File: config.mk
export PLATFORM = sky130hd
export DESIGN_NAME = lsu_addrcheck
export DESIGN_NICKNAME = d
export VERILOG_FILES = /design/src/logic/lsu_addrcheck_pkg.sv /design/src/logic/lsu_region_decode.sv /design/src/logic/lsu_mpu_check.sv /design/src/logic/lsu_fault_detect.sv /design/src/logic/lsu_addrcheck.sv
export VERILOG_INCLUDE_DIRS = /design/src /design/src/logic
export SDC_FILE = /design/constraint.sdc
export NUM_CORES = 1
export LEC_CHECK = 0
export BUFFER_PORTS_ARGS = -buffer_cell sky130_fd_sc_hd__buf_2
export CAP_MARGIN = 20
export CORE_ASPECT_RATIO = 0.75
export CORE_MARGIN = 8
export CORE_UTILIZATION = 34
export CTS_CLUSTER_DIAMETER = 80
export DETAILED_ROUTE_END_ITERATION = 7
export HOLD_SLACK_MARGIN = 0.08
export PLACE_DENSITY = 0.81
export SLEW_MARGIN = 0
export SYNTH_ARGS = -nofsm -noshare
export SYNTH_HDL_FRONTEND = slang
export SYNTH_SLANG_ARGS = --single-unit
File: constraint.sdc
create_clock -name clk -period 2.5 [get_ports clk]
set_input_delay 0.25 -clock clk [delete_from_list [all_inputs] [get_ports clk]]
set_output_delay 0.25 -clock clk [all_outputs]
set_load 0.01 [all_outputs]
File: src/logic/lsu_addrcheck_defines.svh
`ifndef LSU_ADDRCHECK_DEFINES_SVH
`define LSU_ADDRCHECK_DEFINES_SVH

// ****************************************
// Memory map
// ****************************************
`define LSU_DCCM_SADR    32'hF004_0000   // Aligned to its size
`define LSU_DCCM_SIZE    32'h0001_0000   // 64 KiB
`define LSU_DCCM_REGION  4'hF

`define LSU_PIC_SADR     32'hE000_0000
`define LSU_PIC_SIZE     32'h0000_8000   // 32 KiB
`define LSU_PIC_REGION   4'hE

// ****************************************
// Data access windows
// ****************************************
`define LSU_DA_ENABLE0   1'b1
`define LSU_DA_ADDR0     32'h0000_0000   // 0x0000_0000 .. 0x0FFF_FFFF
`define LSU_DA_MASK0     32'h0FFF_FFFF
`define LSU_DA_ENABLE1   1'b1
`define LSU_DA_ADDR1     32'h8000_0000   // 0x8000_0000 .. 0xBFFF_FFFF
`define LSU_DA_MASK1     32'h3FFF_FFFF
`define LSU_DA_ENABLE2   1'b0
`define LSU_DA_ADDR2     32'h2000_0000
`define LSU_DA_MASK2     32'h0FFF_FFFF
`define LSU_DA_ENABLE3   1'b0
`define LSU_DA_ADDR3     32'h4000_0000
`define LSU_DA_MASK3     32'h0FFF_FFFF

// Access fault causes
`define LSU_CAUSE_UNMAPPED    4'h2
`define LSU_CAUSE_MPU         4'h3
`define LSU_CAUSE_REGPRED     4'h5
`define LSU_CAUSE_PIC         4'h6
`define LSU_CAUSE_ATOMIC      4'h7
// Misaligned fault causes
`define LSU_CAUSE_REGCROSS    4'h2
`define LSU_CAUSE_SIDEEFFECT  4'h1

`endif

File: src/logic/lsu_addrcheck_pkg.sv
`default_nettype none

package lsu_addrcheck_pkg;

   typedef logic [31:0] addr_t;     // Byte address
   typedef logic [3:0]  region_t;   // Upper address nibble
   typedef logic [3:0]  mscause_t;  // Exception cause
   typedef logic [31:0] mrac_t;     // Two bits per region, upper one is side effect

   // Access packet from the AGU
   typedef struct packed {
      logic valid;
      logic by;
      logic half;
      logic word;
      logic atomic;
      logic dma;
   } lsu_pkt_t;

   // Region and range hits computed in dc1
   typedef struct packed {
      logic start_in_dccm;
      logic end_in_dccm;
      logic start_in_pic;
      logic end_in_pic;
      logic start_in_dccm_region;
      logic end_in_dccm_region;
      logic start_in_pic_region;
      logic end_in_pic_region;
      logic base_reg_local;          // rs1 points into DCCM or PIC region
   } region_hits_t;

   // dc2 stage register
   typedef struct packed {
      lsu_pkt_t     pkt;
      addr_t        start_addr;
      addr_t        end_addr;
      region_hits_t hits;
   } dc2_req_t;

   // dc2 result
   typedef struct packed {
      logic     access_fault;
      logic     misaligned_fault;
      logic     is_sideeffects;
      logic     addr_external;
      mscause_t exc_mscause;
   } lsu_fault_t;

endpackage

`default_nettype wire

File: src/logic/lsu_region_decode.sv
`default_nettype none

`include "lsu_addrcheck_defines.svh"

module lsu_region_decode (
   input  logic                        clk,
   input  logic                        rst,
   input  lsu_addrcheck_pkg::addr_t    start_addr,
   input  lsu_addrcheck_pkg::addr_t    end_addr,
   input  lsu_addrcheck_pkg::addr_t    rs1,         // Base register of the AGU
   input  lsu_addrcheck_pkg::lsu_pkt_t pkt,

   output logic                        addr_in_dccm_region_dc1,
   output logic                        addr_in_dccm_dc1,
   output logic                        addr_in_pic_dc1,
   output logic                        addr_external_dc1,
   output lsu_addrcheck_pkg::dc2_req_t dc2_req
);

   import lsu_addrcheck_pkg::*;

   localparam addr_t   DCCM_SADR   = `LSU_DCCM_SADR;
   localparam addr_t   DCCM_SIZE   = `LSU_DCCM_SIZE;
   localparam region_t DCCM_REGION = `LSU_DCCM_REGION;
   localparam addr_t   PIC_SADR    = `LSU_PIC_SADR;
   localparam addr_t   PIC_SIZE    = `LSU_PIC_SIZE;
   localparam region_t PIC_REGION  = `LSU_PIC_REGION;

   region_hits_t hits_dc1;
   region_t      rs1_region;
   logic         addr_in_pic_region_dc1;
   dc2_req_t     dc2_req_nxt;

   // Bits above log2(size) must match the base, size is a power of two
   function automatic logic in_range(addr_t addr, addr_t base, addr_t size);
      return ((addr ^ base) & ~(size - 32'd1)) == '0;
   endfunction

   function automatic logic in_region(addr_t addr, region_t region);
      return addr[31:28] == region;
   endfunction

   // ****************************************
   // Range and region checks
   // ****************************************
   assign hits_dc1.start_in_dccm        = in_range(start_addr, DCCM_SADR, DCCM_SIZE);
   assign hits_dc1.end_in_dccm          = in_range(end_addr, DCCM_SADR, DCCM_SIZE);
   assign hits_dc1.start_in_pic         = in_range(start_addr, PIC_SADR, PIC_SIZE);
   assign hits_dc1.end_in_pic           = in_range(end_addr, PIC_SADR, PIC_SIZE);
   assign hits_dc1.start_in_dccm_region = in_region(start_addr, DCCM_REGION);
   assign hits_dc1.end_in_dccm_region   = in_region(end_addr, DCCM_REGION);
   assign hits_dc1.start_in_pic_region  = in_region(start_addr, PIC_REGION);
   assign hits_dc1.end_in_pic_region    = in_region(end_addr, PIC_REGION);

   // Region prediction from the base register, final address is checked in dc2
   assign rs1_region              = rs1[31:28];
   assign addr_in_dccm_region_dc1 = (rs1_region == DCCM_REGION);
   assign addr_in_pic_region_dc1  = (rs1_region == PIC_REGION);
   assign hits_dc1.base_reg_local = addr_in_dccm_region_dc1 | addr_in_pic_region_dc1;

   // Early flags
   assign addr_in_dccm_dc1  = hits_dc1.start_in_dccm & hits_dc1.end_in_dccm;
   assign addr_in_pic_dc1   = hits_dc1.start_in_pic & hits_dc1.end_in_pic;
   assign addr_external_dc1 = ~hits_dc1.base_reg_local;  // Taken from rs1 for timing

   // ****************************************
   // dc2 stage register
   // ****************************************
   assign dc2_req_nxt.pkt        = pkt;
   assign dc2_req_nxt.start_addr = start_addr;
   assign dc2_req_nxt.end_addr   = end_addr;
   assign dc2_req_nxt.hits       = hits_dc1;

   always_ff @(posedge clk) begin
      if (rst) begin
         dc2_req <= '0;
      end else begin
         dc2_req <= dc2_req_nxt;
      end
   end

endmodule

`default_nettype wire

File: src/logic/lsu_mpu_check.sv
`default_nettype none

`include "lsu_addrcheck_defines.svh"

module lsu_mpu_check (
   input  lsu_addrcheck_pkg::addr_t start_addr,
   input  lsu_addrcheck_pkg::addr_t end_addr,
   output logic                     non_dccm_ok   // Access falls in a populated window
);

   import lsu_addrcheck_pkg::*;

   localparam int unsigned DA_WINDOWS = 4;

   localparam logic [DA_WINDOWS-1:0] DA_ENABLE = {
      `LSU_DA_ENABLE3, `LSU_DA_ENABLE2, `LSU_DA_ENABLE1, `LSU_DA_ENABLE0
   };

   localparam addr_t DA_ADDR [DA_WINDOWS] = '{
      `LSU_DA_ADDR0, `LSU_DA_ADDR1, `LSU_DA_ADDR2, `LSU_DA_ADDR3
   };

   localparam addr_t DA_MASK [DA_WINDOWS] = '{
      `LSU_DA_MASK0, `LSU_DA_MASK1, `LSU_DA_MASK2, `LSU_DA_MASK3
   };

   logic start_hit;
   logic end_hit;

   // Mask bits are don't care in the compare
   function automatic logic window_hit(addr_t addr);
      logic hit;
      hit = 1'b0;
      for (int i = 0; i < DA_WINDOWS; i++) begin
         hit |= DA_ENABLE[i] & ((addr | DA_MASK[i]) == (DA_ADDR[i] | DA_MASK[i]));
      end
      return hit;
   endfunction

   assign start_hit = window_hit(start_addr);
   assign end_hit   = window_hit(end_addr);

   // No window enabled means the whole space is open
   assign non_dccm_ok = ~(|DA_ENABLE) | (start_hit & end_hit);

endmodule

`default_nettype wire

File: src/logic/lsu_fault_detect.sv
`default_nettype none

`include "lsu_addrcheck_defines.svh"

module lsu_fault_detect (
   input  lsu_addrcheck_pkg::dc2_req_t   dc2_req,
   input  lsu_addrcheck_pkg::mrac_t      mrac,      // MRAC CSR
   output lsu_addrcheck_pkg::lsu_fault_t fault
);

   import lsu_addrcheck_pkg::*;

   lsu_pkt_t     pkt;
   region_hits_t hits;
   addr_t        start_addr;
   addr_t        end_addr;
   region_t      start_region;
   region_t      end_region;
   logic [4:0]   csr_idx;

   logic         start_local;
   logic         is_aligned;
   logic         addr_in_dccm;
   logic         addr_in_pic;
   logic         word_aligned;
   logic         non_dccm_ok;

   logic         unmapped_fault;
   logic         mpu_fault;
   logic         regpred_fault;
   logic         pic_fault;
   logic         atomic_fault;
   logic         regcross_fault;
   logic         sideeffect_fault;
   mscause_t     access_cause;
   mscause_t     misaligned_cause;

   assign pkt          = dc2_req.pkt;
   assign hits         = dc2_req.hits;
   assign start_addr   = dc2_req.start_addr;
   assign end_addr     = dc2_req.end_addr;
   assign start_region = start_addr[31:28];
   assign end_region   = end_addr[31:28];

   lsu_mpu_check i_mpu_check (
      .start_addr  (start_addr),
      .end_addr    (end_addr),
      .non_dccm_ok (non_dccm_ok)
   );

   // ****************************************
   // Attributes
   // ****************************************
   assign start_local  = hits.start_in_dccm_region | hits.start_in_pic_region;
   assign csr_idx      = {start_region, 1'b1};               // Upper bit of the region pair
   assign addr_in_dccm = hits.start_in_dccm & hits.end_in_dccm;
   assign addr_in_pic  = hits.start_in_pic & hits.end_in_pic;
   assign word_aligned = (start_addr[1:0] == 2'b00);

   assign fault.is_sideeffects = mrac[csr_idx] & ~start_local;  // Ignored in local regions
   assign fault.addr_external  = ~start_local;

   assign is_aligned = pkt.by |
                       (pkt.half & ~start_addr[0]) |
                       (pkt.word & word_aligned);

   // ****************************************
   // Access faults
   // ****************************************
   // In a local region but outside its range
   assign unmapped_fault = (hits.start_in_dccm_region & ~hits.start_in_dccm) |
                           (hits.end_in_dccm_region & ~hits.end_in_dccm) |
                           (hits.start_in_pic_region & ~hits.start_in_pic) |
                           (hits.end_in_pic_region & ~hits.end_in_pic);

   assign mpu_fault     = ~start_local & ~non_dccm_ok;
   assign regpred_fault = start_local ^ hits.base_reg_local;   // Base and final class differ
   assign pic_fault     = addr_in_pic & (~pkt.word | ~word_aligned);
   assign atomic_fault  = pkt.atomic & (~word_aligned | ~addr_in_dccm);

   assign fault.access_fault = (unmapped_fault | mpu_fault | regpred_fault |
                                pic_fault | atomic_fault) & pkt.valid & ~pkt.dma;

   // Priority order of the causes
   always_comb begin
      if (unmapped_fault) begin
         access_cause = `LSU_CAUSE_UNMAPPED;
      end else if (mpu_fault) begin
         access_cause = `LSU_CAUSE_MPU;
      end else if (regpred_fault) begin
         access_cause = `LSU_CAUSE_REGPRED;
      end else if (pic_fault) begin
         access_cause = `LSU_CAUSE_PIC;
      end else if (atomic_fault) begin
         access_cause = `LSU_CAUSE_ATOMIC;
      end else begin
         access_cause = '0;
      end
   end

   // ****************************************
   // Misaligned faults
   // ****************************************
   // Atomics never take a misaligned fault
   assign regcross_fault   = (start_region != end_region);
   assign sideeffect_fault = fault.is_sideeffects & ~is_aligned & fault.addr_external;

   assign fault.misaligned_fault = (regcross_fault | sideeffect_fault) &
                                   pkt.valid & ~pkt.dma & ~pkt.atomic;

   assign misaligned_cause = regcross_fault ? `LSU_CAUSE_REGCROSS : `LSU_CAUSE_SIDEEFFECT;

   // Misaligned wins over access fault
   always_comb begin
      if (fault.misaligned_fault) begin
         fault.exc_mscause = misaligned_cause;
      end else if (fault.access_fault) begin
         fault.exc_mscause = access_cause;
      end else begin
         fault.exc_mscause = '0;
      end
   end

endmodule

`default_nettype wire

File: src/logic/lsu_addrcheck.sv
`default_nettype none

module lsu_addrcheck (
   input  logic                          clk,
   input  logic                          rst,

   input  lsu_addrcheck_pkg::addr_t      start_addr,
   input  lsu_addrcheck_pkg::addr_t      end_addr,
   input  lsu_addrcheck_pkg::addr_t      rs1,
   input  lsu_addrcheck_pkg::lsu_pkt_t   pkt,
   input  lsu_addrcheck_pkg::mrac_t      mrac,

   // Early flags, same cycle as the inputs
   output logic                          addr_in_dccm_region_dc1,
   output logic                          addr_in_dccm_dc1,
   output logic                          addr_in_pic_dc1,
   output logic                          addr_external_dc1,

   // One cycle later
   output lsu_addrcheck_pkg::lsu_fault_t fault_dc2
);

   import lsu_addrcheck_pkg::*;

   dc2_req_t dc2_req;   // dc1 to dc2 pipeline register

   // ****************************************
   // dc1 stage
   // ****************************************
   lsu_region_decode i_region_decode (
      .clk                     (clk),
      .rst                     (rst),
      .start_addr              (start_addr),
      .end_addr                (end_addr),
      .rs1                     (rs1),
      .pkt                     (pkt),
      .addr_in_dccm_region_dc1 (addr_in_dccm_region_dc1),
      .addr_in_dccm_dc1        (addr_in_dccm_dc1),
      .addr_in_pic_dc1         (addr_in_pic_dc1),
      .addr_external_dc1       (addr_external_dc1),
      .dc2_req                 (dc2_req)
   );

   // ****************************************
   // dc2 stage
   // ****************************************
   lsu_fault_detect i_fault_detect (
      .dc2_req (dc2_req),
      .mrac    (mrac),
      .fault   (fault_dc2)
   );

endmodule

`default_nettype wire

==> impl_metrics.csv, run 1 <==
group,metric,value,unit
pwr,totalPowerFinal,0.000825,W
worst_setup_path,cp-end-kind,"output pin",
worst_setup_path,crit_required,2.25,ns
cts,hold_buffers,0,
sta,timing.final.max_slew_violations,0,
floorplanning,core_area,0.00366,mm2
cells_and_area,reg_top3,"i_region_decode.dc2_req (25)",
worst_setup_path,worstSetupStartpointType,"flop",
cts,ctsRootBufferMaster,"clkbuf_8",
cells_and_area,design.final.nets,355,
cts,clk_path_buf_depth,2,
sta,finalSetupTns,0,ns
synthesis,ys_seq_area_share,38.4,%
grt,first_global_vias,1390,
grt,antenna_found_initial,0,
routing,post_drt_wl_per_cell,12.8,um
routing,routed_wl,3460,um
pwr,switchingPower,0.000210,W
routing,post_drt_via_cell_ratio,4.89,
synthesis,yosys-top-cells-area,"dfxtp_1, nor2b_1, mux2i_1",
grt,track_usage,11.5,%
floorplanning,design.portCount,148,
sta,final_period_minus_worst_setup_slack,2.32,ns
pwr,p_leak,0.796,nW
synthesis,synth-edff-count,0,
routing,route.detailed.drc,0,
cts,h-tree-depth,1,
floorplanning,die_y,69.6,um
sta,finalSetupViolCount,0,
cts,clock_sink_count,25,
place,hpwl,3030,um
grt,overflow,0,
run_status,status,"finished clean",
synthesis,ys_seq_elements,25,
cells_and_area,layout.cells.most_common_list,"buf_2, dfxtp_1, nor2b_1",
worst_setup_path,critPathArrivalTime,2.07,ns
sta,unrepaired_setup_endpoints_after_global_routing,"false",
cts,post-cts-setup-buffers,0,
worst_setup_path,crit_fanout,4,
cells_and_area,final_common_cell,"buf_2",
cells_and_area,area_growth,35.8,%
cells_and_area,nFillCells,376,
cells_and_area,max_flop_register,"i_region_decode.dc2_req",
pwr,clockPowerShare,29.1,%
routing,vias,1320,
routing,firstDrtPassIters,4,
synthesis,synth-warning-count,0,
pwr,cell_internal_pwr,0.000616,W
synthesis,synth_area_per_cell,8.98,um2
cts,cts.clk_slew.worst_paths,0.09,ns
cells_and_area,layout-drive-gt1-share,41.7,%
place,placement.io_buffers,74,
synthesis,yosysTopAreaCellShare,38.4,%
synthesis,ys_async_sr_fraction,0,%
worst_setup_path,worstSetupPathType,"flop to output pin",
pwr,switching_share,25.4,%
synthesis,synth_cells,145,
synthesis,synth_area,0.00130,mm2
synthesis,post_synth_cell_types,45,
floorplanning,rows,19,
hold_path,worst_hold_path_type,"input port to flop",
pwr,share_comb_of_total_power,19.3,%
pwr,seq_power_share,51.6,%
floorplanning,floorplan.die.width,87.5,um
flow_run,drv_cap,0,
place,place.gp.congestion,0.793,
grt,grt_start_max_net_pins,24,
routing,drtIter0Drc,35,
cts,tritoncts,"done",
sta,report.final.hold_viol_count,0,
synthesis,post_syn_nets,281,
cells_and_area,largest_reg_flops,25,
cts,tritoncts.num_buffers,3,
pwr,power-per-cell-area,467,mW/mm2
pwr,irDropWorstVdd,176,uV
floorplanning,initial_util,35.6,%
synthesis,largest_area_contributor_in_the_synthesized_netlist,"dfxtp_1",
floorplanning,fp.dieArea,0.00609,mm2
cells_and_area,n_antenna_cell,0,
grt,global_route_wire_length_before_repair,5810,um
sta,fin_crit_sh,92.6,%
routing,postRouteAntennaNets,0,
synthesis,synthFlopType,"dfxtp_1",
sta,maxClockFrequency,432,MHz
==> synthesized netlist by cell type, drive strengths merged (2+ instances only) <==
library cell,count
dfxtp,25
nor2b,22
nor2,12
nor4,7
mux2i,6
nand3,6
nor3,6
nand2,5
buf,4
nand2b,4
or3,4
a21oi,3
inv,3
xor2,3
a2111oi,2
a21boi,2
a32o,2
and2,2
clkbuf,2
nor4bb,2
o21ai,2
o21ba,2
or3b,2
==> power by group through the flow <==
stage | clock (W) | sequential, W | combinational (W)
finish | 0.000240 | 0.000426 | 0.000159
global route | 0.000268 | 0.000429 | 0.000178
CTS | 0.000248 | 0.000426 | 0.000158
detailed placement | 0 | 0.000436 | 0.000158
global placement | 0 | 0.000435 | 0.000154
floorplan | 0 | 0.000428 | 0.0000939
==> through the flow <==
step                utilization (%)  setup slack [ns]  instances  hold slack (ns)  area, um2
detailed placement             46.6             0.415        266            0.467       1710
global placement               46.6             0.442        266            0.466       1710
CTS                            47.9             0.108        270            0.175       1760
finish                         48.3             0.184        270            0.182       1770
floorplan                         -             0.603        145            0.322       1300
global route                   48.3            0.0691        270            0.184       1770
==> kinds of logic after synthesis <==
family / after synthesis / synth area share (%)
AOI/OAI and AO/OA: 20 / 12.9
and+or+nand+nor: 80 / 36.2
buffers and inverters: 9 / 3.84
xor gates and xnor gates: 3 / 2.02
muxes: 7 / 6.34
DFF: 25 / 38.4
other: 1 / 0.288
==> final timing paths <==
check                             startpoint                         end  slack, ns  cells after the start
hold / removal                start_addr[28]  i_region_decode.dc2_req[2]       0.18                      2
setup / recovery  i_region_decode.dc2_req[2]                fault_dc2[1]       0.18                      6
==> final cells by class <==
cell class,instances,area (um2),area share (%)
timing repair buffer,75,378,21.4
clock buffer,3,41.3,2.33
tap,52,65.1,3.68
clock inverter,1,7.51,0.424
multi-input combinational,111,764,43.2
sequential,25,502,28.4
inverter,3,11.3,0.636
==> critical path, stage by stage, from the launching register on <==
cell	delay (ns)
dfxtp_1	0.35
or3_1	0.41
and2_1	0.17
o211ai_1	0.22
or3b_1	0.39
a21oi_2	0.11
buf_2	0.14
==> layer usage <==
layer  wire (um)  up-vias  GRT usage (%)
met3         352        4           4.26
met5           0        -              0
li1            -      662              -
met2        1410       62           16.9
met4          33        0           3.99
met1        1660      592           14.9
==> what timing repair did <==
item,CTS,global route
hold endpoints to repair,0,0
gates resized for setup,0,3
endpoints found under the setup margin,0,3
(Power assumes the default switching activity.)
==> run 2, diff against run 1 <==
Settings changed: SLEW_MARGIN 0 to 20.
Clock period 2.5 ns to 2.55 ns, I/O delays scaled along.
==> run 2 against run 1 <==
Net effect: clock power is 2% lower; hold slack better by 0.0050 ns; combinational power hardly changed; sequential power is 2% lower; first-iteration DRC count stayed put; critical endpoint unchanged; largest cell class unchanged; largest power group unchanged.
==> impl_metrics.csv, run 2 (synthesized netlist as in run 1, its figures left out) <==
group,metric,value,unit
cts,post-cts-setup-buffers,0,
grt,overflow,0,
cells_and_area,design.final.nets,355,
routing,drtIter0Drc,35,
cells_and_area,layout.cells.most_common_list,"buf_2, dfxtp_1, nor2b_1",
floorplanning,die_y,69.6,um
cells_and_area,layout-drive-gt1-share,41.3,%
cts,tritoncts,"done",
cells_and_area,area_growth,35.7,%
cells_and_area,max_flop_register,"i_region_decode.dc2_req",
sta,unrepaired_setup_endpoints_after_global_routing,"false",
cts,hold_buffers,0,
cells_and_area,nFillCells,377,
cells_and_area,post_layout_nonfiller_instances,270,
grt,global_route_wire_length_before_repair,5810,um
floorplanning,rows,19,
cts,cts.clk_slew.worst_paths,0.09,ns
pwr,power-per-cell-area,458,mW/mm2
floorplanning,fp.dieArea,0.00609,mm2
cells_and_area,sequential_cell_area,500,um2
grt,grt_start_max_net_pins,24,
cells_and_area,reg_top3,"i_region_decode.dc2_req (25)",
pwr,totalPowerFinal,0.000809,W
cells_and_area,largest_reg_flops,25,
flow_run,drv_cap,0,
routing,vias,1320,
cts,h-tree-depth,1,
cts,clk_path_buf_depth,2,
pwr,switching_share,25.4,%
sta,fin_crit_sh,93.4,%
sta,finalSetupTns,0,ns
floorplanning,core_area,0.00366,mm2
sta,report.final.hold_viol_count,0,
floorplanning,floorplan.die.width,87.5,um
pwr,seq_power_share,51.6,%
cts,ctsRootBufferMaster,"clkbuf_8",
floorplanning,initial_util,35.6,%
sta,fin_ws,0.169,ns
pwr,irDropWorstVdd,173,uV
grt,antenna_found_initial,0,
place,dpl_worst_slack,0.460,ns
routing,firstDrtPassIters,4,
cells_and_area,layout.core_utilization,48.3,%
place,placed_cells,266,
worst_setup_path,crit_fanout,4,
routing,postRouteAntennaNets,0,
place,hpwl,3030,um
worst_setup_path,cp-end-kind,"output pin",
worst_setup_path,timing.critical_path.to,"fault_dc2[1]",
worst_setup_path,worstSetupPathType,"flop to output pin",
worst_setup_path,crit_start,"i_region_decode.dc2_req[69]",
cells_and_area,n_antenna_cell,0,
hold_path,worst_hold_path_type,"input port to flop",
floorplanning,design.portCount,148,
routing,route.detailed.drc,0,
sta,maxClockFrequency,420,MHz
place,placement.io_buffers,74,
sta,timing.final.max_slew_violations,0,
pwr,share_comb_of_total_power,19.3,%
pwr,p_leak,0.796,nW
pwr,switchingPower,0.000206,W
routing,routed_wl,3460,um
cts,clock_sink_count,25,
worst_setup_path,worstSetupStartpointType,"flop",
place,place.gp.congestion,0.793,
worst_setup_path,critPathArrivalTime,2.13,ns
worst_setup_path,crit_required,2.30,ns
cts,tritoncts.num_buffers,3,
cells_and_area,multi_input_comb_area,764,um2
pwr,clockPowerShare,29.1,%
cells_and_area,final_common_cell,"buf_2",
pwr,cell_internal_pwr,0.000603,W
sta,final_period_minus_worst_setup_slack,2.38,ns
routing,post_drt_wl_per_cell,12.8,um
grt,first_global_vias,1390,
cts,post_cts.resized_instances,0,
routing,post_drt_via_cell_ratio,4.89,
grt,track_usage,11.5,%
sta,finalSetupViolCount,0,
run_status,status,"finished clean",
-- run 2: cell count changes in the layout (fill, tap and decap cells not counted) --
cell     delta
dfxtp_1     +1
dfxtp_2     -1
-- run 2: how the worst min path moves through the flow --
stage / startpoint / endpoint / slack, ns / depth (start not counted)
final: start_addr[28] / i_region_decode.dc2_req[2] / 0.19 / 2
after global routing: start_addr[28] / i_region_decode.dc2_req[2] / 0.19 / 2
after CTS: start_addr[28] / i_region_decode.dc2_req[2] / 0.18 / 2
after detailed placement: start_addr[1] / i_region_decode.dc2_req[42] / 0.47 / 2
after global placement: pkt[2] / i_region_decode.dc2_req[75] / 0.47 / 2
after floorplan: rst / i_region_decode.dc2_req[41] / 0.33 / 1
-- run 2: power groups by stage --
| stage | clock [W] | combinational (W) | sequential, W |
|---|---|---|---|
| final | 0.000235 | 0.000156 | 0.000417 |
| after global routing | 0.000263 | 0.000174 | 0.000420 |
| after CTS | 0.000243 | 0.000155 | 0.000418 |
| after detailed placement | 0 | 0.000155 | 0.000427 |
| after global placement | 0 | 0.000151 | 0.000426 |
| after floorplan | 0 | 0.0000921 | 0.000420 |
-- run 2: final cells by class --
cell class | instances | area share [%]
timing repair buffer | 75 | 21.4
clock inverter | 1 | 0.425
sequential | 25 | 28.3
inverter | 3 | 0.637
multi-input combinational | 111 | 43.2
tap | 52 | 3.68
clock buffer | 3 | 2.34
-- run 2: metrics by stage --
stage	hold WS [ns]	cell area, um2
5_1_grt	0.189	1770
2_1_floorplan	0.327	1300
3_3_place_gp	0.471	1710
4_1_cts	0.180	1760
6_report	0.187	1770
3_5_place_dp	0.472	1710
-- run 2: critical path, stage by stage (launching register included) --
cell      delay [ns]
dfxtp_1         0.45
mux4_2          0.54
nor2b_2         0.16
nor4bb_2        0.07
or3b_1          0.37
a21oi_2         0.11
buf_2           0.14
-- run 2: metal layers --
layer / GRT usage (%) / vias to the layer above / wire [um] / part of all wire, %
met5: 0 / - / 0 / 0
met4: 3.99 / 0 / 33 / 0.95
met3: 4.26 / 4 / 352 / 10
met2: 16.9 / 62 / 1410 / 41
met1: 14.9 / 592 / 1660 / 48
li1: - / 662 / - / -
==> run 3, diff against run 2 <==
Clock period 2.55 ns to 2.2 ns, I/O delays scaled along.
==> run 3 against run 2 <==
Net effect: the run now ends with setup timing left; design area up 4.0%; core utilization rose by 1.9 points; setup slack worse by 0.22 ns; final cell count grew 0.74%; first-iteration DRC count increased by 17%; critical path depth stayed put.
==> impl_metrics.csv, run 3 (synthesized netlist as in run 1, its figures left out) <==
group,metric,value,unit
run_status,status,"finished, violations left",
run_status,failed_checks,"setup timing",
pwr,p_leak,0.824,nW
floorplanning,die_y,69.6,um
floorplanning,fp.dieArea,0.00609,mm2
sta,report.final.hold_viol_count,0,
worst_setup_path,critPathArrivalTime,2.03,ns
cts,tritoncts,"done",
grt,grt_start_max_net_pins,24,
cts,ctsRootBufferMaster,"clkbuf_8",
cts,clk_path_buf_depth,2,
routing,postRouteAntennaNets,0,
cells_and_area,layout.core_utilization,50.2,%
floorplanning,floorplan.die.width,87.5,um
pwr,power-per-cell-area,515,mW/mm2
grt,track_usage,11.5,%
sta,finalSetupViolCount,2,
sta,final_period_minus_worst_setup_slack,2.25,ns
cells_and_area,area_growth,41.2,%
routing,vias,1302,
grt,antenna_found_initial,0,
routing,route.detailed.drc,0,
cells_and_area,multi_input_comb_area,816,um2
floorplanning,core_area,0.00366,mm2
cts,h-tree-depth,1,
sta,fin_crit_sh,102,%
cells_and_area,largest_reg_flops,25,
cells_and_area,nFillCells,352,
cells_and_area,final_common_cell,"buf_2",
place,place.gp.congestion,0.791,
cts,tritoncts.num_buffers,3,
place,dpl_worst_slack,0.154,ns
floorplanning,design.portCount,148,
sta,timing.final.max_slew_violations,0,
cells_and_area,layout-drive-gt1-share,45.0,%
sta,fin_ws,-0.0538,ns
routing,drtIter0Drc,41,
sta,unrepaired_setup_endpoints_after_global_routing,"true",
cts,clock_sink_count,25,
cells_and_area,max_flop_register,"i_region_decode.dc2_req",
flow_run,drv_cap,0,
place,hpwl,2970,um
worst_setup_path,worstSetupStartpointType,"flop",
hold_path,worst_hold_path_type,"input port to flop",
cells_and_area,reg_top3,"i_region_decode.dc2_req (25)",
cells_and_area,sequential_cell_area,509,um2
cells_and_area,layout.cells.most_common_list,"buf_2, nor2b_1, dfxtp_1",
grt,global_route_wire_length_before_repair,5690,um
routing,post_drt_wl_per_cell,13.3,um
cts,cts.clk_slew.worst_paths,0.08,ns
worst_setup_path,cp-end-kind,"output pin",
worst_setup_path,worstSetupPathType,"flop to output pin",
routing,firstDrtPassIters,4,
pwr,irDropWorstVdd,249,uV
worst_setup_path,crit_required,1.98,ns
sta,maxClockFrequency,444,MHz
worst_setup_path,crit_fanout,4,
floorplanning,rows,19,
floorplanning,initial_util,35.6,%
grt,first_global_vias,1375,
routing,post_drt_via_cell_ratio,4.79,
cells_and_area,design.final.nets,357,
routing,routed_wl,3610,um
place,placement.io_buffers,74,
cells_and_area,n_antenna_cell,0,
grt,overflow,0,
cts,hold_buffers,0,
[run 3: through the flow]
step / hold WS (ns) / power (W) / instances / area [um2] / setup TNS (ns)
2_1_floorplan: 0.292 / 0.000593 / 145 / 1300 / 0
3_3_place_gp: 0.436 / 0.000668 / 266 / 1710 / 0
3_5_place_dp: 0.432 / 0.000674 / 266 / 1710 / 0
4_1_cts: 0.152 / 0.000938 / 270 / 1760 / -0.129
5_1_grt: 0.156 / 0.00100 / 272 / 1840 / -0.422
6_report: 0.161 / 0.000947 / 272 / 1840 / -0.0660
[run 3: cell type report]
cell class	instances	share of cell area, %
inverter	3	0.612
clock buffer	4	2.45
multi-input combinational	111	44.4
tap	52	3.54
timing repair buffer	77	21.4
sequential	25	27.7
[run 3: worst paths after layout]
| path | start | end | slack (ns) | cells past startpoint |
|---|---|---|---|---|
| min | start_addr[1] | i_region_decode.dc2_req[42] | 0.16 | 2 |
| max | i_region_decode.dc2_req[69] | fault_dc2[1] | -0.05 | 6 |
[run 3: per-layer routing]
layer	up-vias	part of all wire, %	track usage, %
met5	-	0	0
met4	0	1.3	5.70
met3	4	11	4.62
met2	65	41	16.8
met1	566	46	14.0
li1	667	-	-
[run 3: timing repair]
item	in CTS	in global routing
resized for setup	4	14
setup endpoints to repair	4	4
endpoints found under the hold margin	0	0
setup buffers	0	2
pin swaps	3	3
[run 3: report_power, final]
| part | internal [W] | leakage [nW] | switching (W) |
|---|---|---|---|
| registers | 0.000470 | 0.208 | 0.0000150 |
| clock network | 0.000129 | 0.0228 | 0.000134 |
| logic | 0.000112 | 0.594 | 0.0000868 |
[run 3: critical path, cell delays in order (launching register included)]
cell and delay, ns:
dfxtp_4 0.38, mux4_2 0.53, nor2b_4 0.16, nor4bb_4 0.07
or3b_1 0.36, a21oi_2 0.13, buf_2 0.14
